**config.mk**
```make
export PLATFORM = sky130hd
export DESIGN_NAME = attention_score_top
export DESIGN_NICKNAME = d
export VERILOG_FILES = /design/src/hdl/attn_pkg.sv /design/src/hdl/q_convert.sv /design/src/hdl/tree_reduce.sv /design/src/hdl/dot_product.sv /design/src/hdl/attention_score_top.sv
export SDC_FILE = /design/constraint.sdc
export NUM_CORES = 2
export LEC_CHECK = 0
export BUFFER_PORTS_ARGS = -buffer_cell sky130_fd_sc_hd__buf_4
export CORE_MARGIN = 2
export CORE_UTILIZATION = 35
export DETAILED_ROUTE_END_ITERATION = 10
export PLACE_DENSITY = 0.48
export RECOVER_POWER = 50
export SLEW_MARGIN = 15
export SYNTH_ARGS = -nofsm -noshare
export SYNTH_HDL_FRONTEND = slang
export SYNTH_SLANG_ARGS = --single-unit
```
**constraint.sdc**
```tcl
create_clock -name clk -period 26.6 [get_ports clk]
set_input_delay 5.32 -clock clk [delete_from_list [all_inputs] [get_ports clk]]
set_output_delay 5.32 -clock clk [all_outputs]
set_load 0.01 [all_outputs]
```
**src/hdl/attn_pkg.sv**
```systemverilog
// ########################################
// Attention score package
// Fixed-point formats, vector types and dimensions
// ########################################
`default_nettype none

package attn_pkg;

    // Vector length, must be a power of four
    localparam int EMBED_DIM = 16;
    // One adder level per halving of the operand count
    localparam int REDUCE_STAGES = $clog2(EMBED_DIM);
    // Divide by sqrt(EMBED_DIM) as a shift
    localparam int SCALE_SHIFT = REDUCE_STAGES / 2;

    // Q1.7 vector element
    localparam int ELEM_I = 1;
    localparam int ELEM_F = 7;
    // Q2.14 full multiplier result
    localparam int PRODUCT_RAW_I = 2;
    localparam int PRODUCT_RAW_F = 14;
    // Q2.10 requantized product
    localparam int PRODUCT_I = 2;
    localparam int PRODUCT_F = 10;
    // Q6.10 tree sum, 16 products cannot overflow it
    localparam int DOT_I = 6;
    localparam int DOT_F = 10;
    // Q4.4 saturated score
    localparam int SCORE_I = 4;
    localparam int SCORE_F = 4;

    typedef logic signed [ELEM_I+ELEM_F-1:0] elem_t;
    typedef logic signed [PRODUCT_RAW_I+PRODUCT_RAW_F-1:0] raw_product_t;
    typedef logic signed [PRODUCT_I+PRODUCT_F-1:0] product_t;
    typedef logic signed [DOT_I+DOT_F-1:0] dot_t;
    typedef logic signed [SCORE_I+SCORE_F-1:0] score_t;

    // Q, K and V rows
    typedef elem_t [EMBED_DIM-1:0] vec_t;

    // One output row, score with its V
    typedef struct packed {
        score_t score;
        vec_t   v;
    } score_beat_t;

endpackage

`default_nettype wire

```
**src/hdl/q_convert.sv**
```systemverilog
// ########################################
// Fixed-point format converter
// Truncates fraction, saturates integer part
// ########################################
`timescale 1ns/1ns
`default_nettype none

module q_convert #(
    parameter int IN_I  = 2,
    parameter int IN_F  = 14,
    parameter int OUT_I = 2,
    parameter int OUT_F = 10
) (
    input  logic signed [IN_I+IN_F-1:0]   in,
    output logic signed [OUT_I+OUT_F-1:0] out
);

    localparam int IN_W  = IN_I + IN_F;
    localparam int OUT_W = OUT_I + OUT_F;
    // Only one of the two shifts is nonzero
    localparam int SHL = (OUT_F > IN_F) ? OUT_F - IN_F : 0;
    localparam int SHR = (IN_F > OUT_F) ? IN_F - OUT_F : 0;
    // One guard bit above the wider of aligned input and output
    localparam int WIDE_W = (((IN_W + SHL) > OUT_W) ? (IN_W + SHL) : OUT_W) + 1;

    logic signed [WIDE_W-1:0] wide;
    logic signed [WIDE_W-1:0] max_v;
    logic signed [WIDE_W-1:0] min_v;

    // Output range limits in the wide format
    assign max_v = {{(WIDE_W-OUT_W+1){1'b0}}, {(OUT_W-1){1'b1}}};
    assign min_v = ~max_v;

    always_comb begin
        wide = in;
        // Arithmetic right shift floors toward minus infinity
        wide = (wide <<< SHL) >>> SHR;
        if (wide > max_v) begin
            out = max_v[OUT_W-1:0];
        end else if (wide < min_v) begin
            out = min_v[OUT_W-1:0];
        end else begin
            out = wide[OUT_W-1:0];
        end
    end

endmodule

`default_nettype wire

```
**src/hdl/tree_reduce.sv**
```systemverilog
// ########################################
// Pipelined adder tree with flow control
// Carries a side payload next to the sum
// ########################################
`timescale 1ns/1ns
`default_nettype none

module tree_reduce #(
    parameter int  N_IN   = 16,
    parameter type side_t = logic
) (
    input  logic               clk,
    input  logic               rst,
    input  logic               in_valid,
    output logic               in_ready,
    input  attn_pkg::product_t leaves [N_IN],
    input  side_t              side_in,
    output logic               out_valid,
    input  logic               out_ready,
    output attn_pkg::dot_t     sum,
    output side_t              side_out
);

    localparam int LEVELS = $clog2(N_IN);

    // Level l holds N_IN >> l partial sums, packed level after level
    attn_pkg::dot_t node [N_IN-1];
    side_t side_r [1:LEVELS];
    side_t src_side [1:LEVELS];
    logic [LEVELS:1] lvl_valid;
    logic [LEVELS:1] src_valid;
    // Level can take new contents
    logic [LEVELS:1] lvl_acc;
    // Level contents move on
    logic [LEVELS:1] lvl_adv;
    logic [LEVELS:1] lvl_load;

    for (genvar l = 1; l <= LEVELS; l++) begin : g_level
        localparam int CNT = N_IN >> l;
        localparam int DST = N_IN - (N_IN >> (l - 1));
        // Previous level starts two level widths below
        localparam int SRC = DST - 2 * CNT;

        // First level sums the leaves, later ones the level before
        if (l == 1) begin : g_src
            assign src_valid[l] = in_valid;
            assign src_side[l]  = side_in;
            for (genvar j = 0; j < CNT; j++) begin : g_add
                always_ff @(posedge clk) begin
                    if (lvl_load[l]) begin
                        node[DST+j] <= attn_pkg::dot_t'(leaves[2*j])
                                     + attn_pkg::dot_t'(leaves[2*j+1]);
                    end
                end
            end
        end else begin : g_src
            assign src_valid[l] = lvl_valid[l-1];
            assign src_side[l]  = side_r[l-1];
            for (genvar j = 0; j < CNT; j++) begin : g_add
                always_ff @(posedge clk) begin
                    if (lvl_load[l]) begin
                        node[DST+j] <= node[SRC+2*j] + node[SRC+2*j+1];
                    end
                end
            end
        end

        // Last level drains to the output, others into the next level
        if (l == LEVELS) begin : g_adv
            assign lvl_adv[l] = out_ready;
        end else begin : g_adv
            assign lvl_adv[l] = lvl_acc[l+1];
        end

        // Empty or draining levels accept, so bubbles collapse
        assign lvl_acc[l]  = !lvl_valid[l] || lvl_adv[l];
        assign lvl_load[l] = lvl_acc[l] && src_valid[l];

        always_ff @(posedge clk) begin
            if (rst) begin
                lvl_valid[l] <= 1'b0;
            end else if (lvl_acc[l]) begin
                lvl_valid[l] <= src_valid[l];
            end
        end

        always_ff @(posedge clk) begin
            if (lvl_load[l]) begin
                side_r[l] <= src_side[l];
            end
        end
    end

    assign in_ready  = lvl_acc[1];
    assign out_valid = lvl_valid[LEVELS];
    // Final level is the single root node
    assign sum       = node[N_IN-2];
    assign side_out  = side_r[LEVELS];

endmodule

`default_nettype wire

```
**src/hdl/dot_product.sv**
```systemverilog
// ########################################
// Scaled Q.K dot product with V passthrough
// ########################################
`timescale 1ns/1ns
`default_nettype none

module dot_product #(
    parameter int SEQ_LEN = 4
) (
    input  logic                  clk,
    input  logic                  rst,
    input  attn_pkg::vec_t        q_in,
    input  attn_pkg::vec_t        k_in,
    input  attn_pkg::vec_t        v_in,
    input  logic                  q_valid,
    input  logic                  k_valid,
    input  logic                  v_valid,
    output logic                  q_ready,
    output logic                  k_ready,
    output logic                  v_ready,
    output attn_pkg::score_beat_t beat,
    output logic                  out_valid,
    input  logic                  out_ready
);

    localparam int CNT_W = (SEQ_LEN > 1) ? $clog2(SEQ_LEN) : 1;

    // Input registers
    attn_pkg::vec_t q_r;
    attn_pkg::vec_t k_r;
    attn_pkg::vec_t v_r;
    logic q_held;
    logic k_held;
    logic v_held;
    // Rows left for the held Q after the current one
    logic [CNT_W-1:0] row_cnt;

    logic all_valid;
    logic tree_ready;
    logic row_fire;
    logic last_row;

    attn_pkg::raw_product_t raw [attn_pkg::EMBED_DIM];
    attn_pkg::product_t prod [attn_pkg::EMBED_DIM];
    attn_pkg::dot_t sum;
    attn_pkg::dot_t scaled;
    attn_pkg::score_t score;
    attn_pkg::vec_t v_out;

    assign all_valid = q_held && k_held && v_held;
    // Row enters the tree
    assign row_fire  = all_valid && tree_ready;
    assign last_row  = (row_cnt == '0);

    // Q is replaced only once its last row enters the tree
    assign q_ready = !q_held || (row_fire && last_row);
    assign k_ready = !k_held || row_fire;
    assign v_ready = !v_held || row_fire;

    always_ff @(posedge clk) begin
        if (rst) begin
            q_held  <= 1'b0;
            row_cnt <= '0;
        end else if (q_valid && q_ready) begin
            q_held  <= 1'b1;
            row_cnt <= CNT_W'(SEQ_LEN - 1);
        end else if (row_fire) begin
            if (last_row) begin
                q_held <= 1'b0;
            end else begin
                row_cnt <= row_cnt - 1'b1;
            end
        end
    end

    // K and V valid bits follow the same rule
    always_ff @(posedge clk) begin
        if (rst) begin
            k_held <= 1'b0;
            v_held <= 1'b0;
        end else begin
            if (k_valid && k_ready) begin
                k_held <= 1'b1;
            end else if (row_fire) begin
                k_held <= 1'b0;
            end
            if (v_valid && v_ready) begin
                v_held <= 1'b1;
            end else if (row_fire) begin
                v_held <= 1'b0;
            end
        end
    end

    always_ff @(posedge clk) begin
        if (q_valid && q_ready) begin
            q_r <= q_in;
        end
        if (k_valid && k_ready) begin
            k_r <= k_in;
        end
        if (v_valid && v_ready) begin
            v_r <= v_in;
        end
    end

    // Full Q2.14 products, signed 8x8 in a 16 bit context
    always_comb begin
        for (int i = 0; i < attn_pkg::EMBED_DIM; i++) begin
            raw[i] = q_r[i] * k_r[i];
        end
    end

    for (genvar p = 0; p < attn_pkg::EMBED_DIM; p++) begin : g_prod
        q_convert #(
            .IN_I  (attn_pkg::PRODUCT_RAW_I),
            .IN_F  (attn_pkg::PRODUCT_RAW_F),
            .OUT_I (attn_pkg::PRODUCT_I),
            .OUT_F (attn_pkg::PRODUCT_F)
        ) u_prod_conv (
            .in  (raw[p]),
            .out (prod[p])
        );
    end

    // V rides through the tree with its row
    tree_reduce #(
        .N_IN   (attn_pkg::EMBED_DIM),
        .side_t (attn_pkg::vec_t)
    ) u_tree (
        .clk       (clk),
        .rst       (rst),
        .in_valid  (all_valid),
        .in_ready  (tree_ready),
        .leaves    (prod),
        .side_in   (v_r),
        .out_valid (out_valid),
        .out_ready (out_ready),
        .sum       (sum),
        .side_out  (v_out)
    );

    // Divide by sqrt of dimension
    assign scaled = sum >>> attn_pkg::SCALE_SHIFT;

    q_convert #(
        .IN_I  (attn_pkg::DOT_I),
        .IN_F  (attn_pkg::DOT_F),
        .OUT_I (attn_pkg::SCORE_I),
        .OUT_F (attn_pkg::SCORE_F)
    ) u_score_conv (
        .in  (scaled),
        .out (score)
    );

    assign beat.score = score;
    assign beat.v     = v_out;

endmodule

`default_nettype wire

```
**src/hdl/attention_score_top.sv**
```systemverilog
// ########################################
// Attention score subsystem top level
// ########################################
`timescale 1ns/1ns
`default_nettype none

module attention_score_top #(
    // Key rows per query
    parameter int SEQ_LEN = 4
) (
    input  logic                  clk,
    input  logic                  rst,
    input  attn_pkg::vec_t        q_in,
    input  attn_pkg::vec_t        k_in,
    input  attn_pkg::vec_t        v_in,
    input  logic                  q_valid,
    input  logic                  k_valid,
    input  logic                  v_valid,
    output logic                  q_ready,
    output logic                  k_ready,
    output logic                  v_ready,
    output attn_pkg::score_beat_t beat,
    output logic                  out_valid,
    input  logic                  out_ready
);

    // Score pipeline, no extra stages here
    dot_product #(
        .SEQ_LEN (SEQ_LEN)
    ) u_dot (
        .clk       (clk),
        .rst       (rst),
        .q_in      (q_in),
        .k_in      (k_in),
        .v_in      (v_in),
        .q_valid   (q_valid),
        .k_valid   (k_valid),
        .v_valid   (v_valid),
        .q_ready   (q_ready),
        .k_ready   (k_ready),
        .v_ready   (v_ready),
        .beat      (beat),
        .out_valid (out_valid),
        .out_ready (out_ready)
    );

endmodule

`default_nettype wire

```
# Yosys cells after proc, flatten, opt, wreduce, memory -nomap -nowiden
# Memories as Yosys holds them, arrays and structs flattened.
# Cells that the tools add are included.
[op_classes]
addsub = 16
mul = 16
shift = 0
n_div = 0
n_eq_ne = 1
n_mux = 51
reduce_logical = 31
bitwise_logic = 0
order_cmp = 34
[op_table]
columns = ["op", "n"]
rows = [
  ["12-bit 2-to-1 mux", 32],
  ["8-bit by 8-bit multiplier with 16-bit output", 16],
  ["12-bit greater-than comparator, second input constant", 16],
  ["12-bit < comparator, second input constant", 16],
  ["16-bit adder", 7],
  ["12-bit by 12-bit adder with 13-bit output", 8],
  ["8-bit 2-to-1 mux", 2],
  ["1-bit 2-to-1 mux", 14],
  ["1-bit logical AND", 10],
  ["8-bit greater-than comparator, second input constant", 1],
  ["8-bit < comparator, second input constant", 1],
  ["2-bit nonzero test", 4],
  ["1-bit zero test", 7],
  ["1-bit logical OR", 7],
  ["2-bit 2-to-1 mux", 3],
  ["2-bit AND reduction", 2],
  ["2-bit zero test", 1],
  ["2-bit != test, second input constant", 1],
  ["2-bit by 1-bit subtractor with 2-bit output, second input constant", 1],
]
[word_totals]
mem_bits_ro = 0
register_bits = 393
ram_bits = 752
latchBits = 0
mem_count = 2
word_cells = 207
[mem_list]
columns = ["name", "depth", "word_bits", "read_ports", "rd_clocked_by_memory_dff", "wr", "line_no", "rtl"]
rows = [
  ["u_dot.u_tree.side_r", 4, 128, 4, 0, 4, "tree_reduce.sv:28", "side_t side_r [1:LEVELS];"],
  ["u_dot.u_tree.node", 15, 16, 15, 0, 15, "tree_reduce.sv:27", "attn_pkg::dot_t node [N_IN-1];"],
]

# Logic depth before layout (Yosys ltp)
[logic_depth]
ltp_word = 11
mapped_depth = 23
depth_no_buf = 23

# Cells and area by module
# A second synthesis with hierarchy kept.
[unflattened]
hier_cells = 7039
hier_area_um2 = 83588.9
[by_module_without_submodules]
columns = ["mod", "instances", "area_per_inst_um2", "seq_area_each_um2", "cells_each"]
rows = [
  ["dot_product", 1, 51663.3, 11631.2, 4902],
  ["tree_reduce", 1, 31046.0, 21941.0, 1920],
  ["q_convert (u_dot.g_prod[0].u_prod_conv ...)", 16, 45.0, 0.0, 12],
  ["q_convert (u_dot.u_score_conv)", 1, 158.9, 0.0, 25],
]

# Worst setup path before layout
# No wires, ideal clock.
[synth_timing]
path_kind = "input to register"
start = "input out_ready"
end = "memory u_dot.u_tree.node[1][0] in the netlist's numbering (enable)"
cell_stages = 3
path_buffers = 0
required_time_ps = 25562
t_arrival_ps = 19408
path_slack_ps = 6154
cell_sequence = "nor2b_1 > and2_1 > a21boi_0"
[synth_rtl]
columns = ["item", "line_no", "rtl"]
rows = [
  ["start, declared", "attention_score_top.sv:24", "input logic out_ready"],
  ["end, declared", "tree_reduce.sv:27", ""],
]

# Worst setup path in the final report
[layout_timing]
start = "input out_ready"
end = "output v_ready"
[layout_via]
elab_chain_len = 6
[layout_rtl]
columns = ["item", "line_no", "rtl"]
rows = [
  ["1-bit logical OR (4 in a row)", "tree_reduce.sv:76", "assign lvl_acc[l] = !lvl_valid[l] || lvl_adv[l];"],
  ["1-bit logical AND", "dot_product.sv:52", "assign row_fire = all_valid && tree_ready;"],
  ["1-bit logical OR", "dot_product.sv:58", "assign v_ready = !v_held || row_fire;"],
  ["end, declared", "attention_score_top.sv:21", "output logic v_ready,"],
]
# Every way passes these cells.

==> summary.md <==
| Metric | Value |
|---|---|
| Max_slew headroom | `-110%` |
| Final min period | `about 12 ns` |
| Overflow after GRT | `0` |
| Async S/R FF share, synth | `0%` |
| Max Clk Rate | `approximately 82 MHz` |
| Status | `finished with violations` |
| Main synth FF type | `edfxtp_1` |
| Post-CTS Setup Inserts | `0` |
| Final hold vios | `0` |
| XOR/XNOR share of the synthesized area | `4.30%` |
| DRC viols | `0` |
| Critical R2R Capture | `u_dot.u_tree.node[0][111]` |
| Count leader, synth | `inv_1` |
| Yosys top cell by area | `edfxtp_1` |
| Final setup vio count | `0` |
| Clk slew on worst S/H paths | `roughly 0.060 ns` |
| H-tree depth | `4` |
| DRT Pass-1 Iters | `5` |
| Largest cells by area after synthesis | `edfxtp_1 41%, fa_1 22%, ha_1 9.9%, inv_1 6.3%, and2_1 4.9%` |
| Final net count | `roughly 9200` |
| Post-detailed-route wirelength per cell | `16.9 um` |
| Simple-gate share of the synthesized area | `slightly above 10%` |
| Worst Path Max Fanout | `6` |
| Core area | `about 230000 um^2` |
| Post-Syn Area | `81300 um^2` |
| Failing checks | `capacitance limit, slew limit` |
| Initial DRC count | `between 2000 and 2500` |
| Dpl hpwl | `between 100000 and 150000 um` |
| Startpoint Class | `input pin` |
| # IOs | `530` |
| Adder-cell share of the synthesized area | `a little under a third` |
| Routed wire length | `176000 um` |
| Initial Utilization | `between 30% and 40%` |
| WHS Endpoint | `u_dot.u_tree.side_r[0][458]` |
| Worst-Margin Slew | `a little over 3 ns` |
| Setup_tns | `0 ns` |
| Hold-fix buffers, CTS | `0` |
| Syn Area/Cell | `12.1 um^2` |
| Hold WC Path Type | `flip-flop to flip-flop` |
| Worst Path Required | `approximately 21 ns` |
| Yosys reg bits | `1113` |
| Vias | `47500` |
| Cell variety after synth | `64` |
| Post-Syn Instances | `approximately 6700` |
| Worst r2r src | `u_dot.q_r[101]` |
| Period Utilization, post-route | `a little under half` |
| Vias in the first global route | `roughly 50000` |
| R2R cell count | `18` |
| Inserted Clock Buffers | `133` |
| Cell Count, Final, Fillers Out | `10400` |
| GRT Overall Usage | `15.1%` |
| Fin. max-slew vios | `between 50 and 60` |
| Clock root buffer master | `clkbuf_16` |
| Main combinational cell family by area after synthesis | `adder cells` |
| Share of cells above drive strength 1 | `under 10%` |
| Hold Crit Start | `u_dot.u_tree.side_r[0][330]` |
| Routed Antenna Nets | `0` |
| Area grow syn2layout | `13.3%` |
| Post-synthesis mux area share | `0.272%` |
| RSZ-0062 raised after global routing | `no` |
| Synth cell count leaders | `1364 x inv_1, 1104 x edfxtp_1, 878 x fa_1` |
| Complex-gate fraction of the synthesized area | `roughly 5%` |
| Critical path arrival | `just under 7 ns` |
| Die H | `486 um` |
| IO Port Bufs | `roughly 530` |
| Critical path endpoint category | `output pin` |
| Initial antenna violation count | `25` |
| Syn Nets | `8648` |
| Post-route setup slack | `approximately 14 ns` |
| Clock buffer depth | `3` |
| Number of synthesized flops with an enable pin | `~1100` |
| Cells after DPL | `~10000` |
| Register area share after synthesis | `~41%` |
| WHS Path Cells | `0` |
| R2R Setup Slk | `roughly 20 ns` |
| Max Cap Viol | `2` |
| Die span in x | `around 490 um` |
| CTS tree | `done` |
| First-pass GRT wire length | `between 200000 and 300000 um` |
| Post-Place Worst Slack | `between 10 and 15 ns` |
| Top cell type's share of synthesized area | `40.8%` |
| CTS Sinks | `~1100` |
| Resized cells post-CTS | `0` |
| Die area | `around 240000 um^2` |
| Vias per cell | `about 4.6` |
| Yosys warnings | `0` |
| GP Congestion | `about 0.81` |
| Setup CP Type | `input pin to output pin` |
| Clock skew | `0.0641 ns` |
| # rows | `about 180` |
| Pin count of the biggest net entering global routing | `76` |
| Worst-Skew Late Latency | `0.82 ns` |
worst max path at each step:
stage	depth (start not counted)	from	to
after global routing	7	out_ready	v_ready
after floorplan	3	out_ready	u_dot.u_tree.node[1][0]
final	7	out_ready	v_ready
after detailed placement	7	out_ready	v_ready
after global placement	7	out_ready	v_ready
after CTS	7	out_ready	v_ready
logic make-up after synthesis:
family	count (synthesis)
fa+ha+maj	1519
xor+xnor	399
buf+inv	1538
mux	20
flops	1113
compound gates	617
simple gates	1533
layout by cell type (no fill, tap or decap), drive strengths merged, types with 10 or more instances in the layout:
cell,n
o41ai,12
clkinv,63
and2,634
xor2,81
and3,57
fa,878
a211oi,13
o21a,45
nor4,10
o311ai,11
edfxtp,1104
mux2,17
nand3,50
buf,161
o21bai,46
inv,1375
or4,11
o31ai,18
a2111oi,15
clkbuf,543
o21ai,77
a21boi,11
nor2,155
nand2,296
a31oi,15
nand2b,50
a21o,87
nor2b,140
nand4,22
nor3,79
ha,641
xnor2,318
a21oi,206
routing by layer:
layer  global-route usage [%]  vias up  wire [um]
li1                         -    22900          -
met1                     21.3    23500      83400
met2                     24.1      856      80600
met3                     2.74      181       8460
met4                     3.37       18       3040
met5                        0        -        111
cell type report:
class,instances,area (um^2)
Fill cell,22100,138000
Antenna cell,9,22.5
Tap cell,3026,3790
Clock inverter,85,1030
Multi-Input combinational cell,4088,41700
Clock buffer,156,3410
Inverter,1364,5130
Sequential cell,1113,33300
Timing Repair Buffer,548,3700
sequential cells by signal (all words and copies together) (netlist names):
signal                  cells
u_dot.u_tree.side_r       512
u_dot.u_tree.node         208
u_dot.k_r                 128
u_dot.q_r                 128
u_dot.v_r                 128
u_dot.u_tree.lvl_valid      3
u_dot.row_cnt               2
u_dot.k_held                1
u_dot.q_held                1
u_dot.u_tree.out_valid      1
u_dot.v_held                1
metrics by stage:
stage / cell area [um^2] / util [%] / hold WS, ns
2_1_floorplan: 81300 / - / 0.400
3_3_place_gp: 88100 / 38.2 / 0.400
3_5_place_dp: 88100 / 38.2 / 0.405
4_1_cts: 92600 / 40.2 / 0.386
5_1_grt: 92100 / 40.0 / 0.389
6_report: 92100 / 40.0 / 0.383
critical path: stages:
cell and delay, ns:
clkbuf_4 0.11, nor2b_1 0.18, and2_0 0.34, nand3_1 0.18
nand2b_1 0.42, nand2_1 0.16, buf_4 0.17
Power is not shown: default switching activity piles up to over one toggle a cycle in this logic, so the estimate is an artifact.
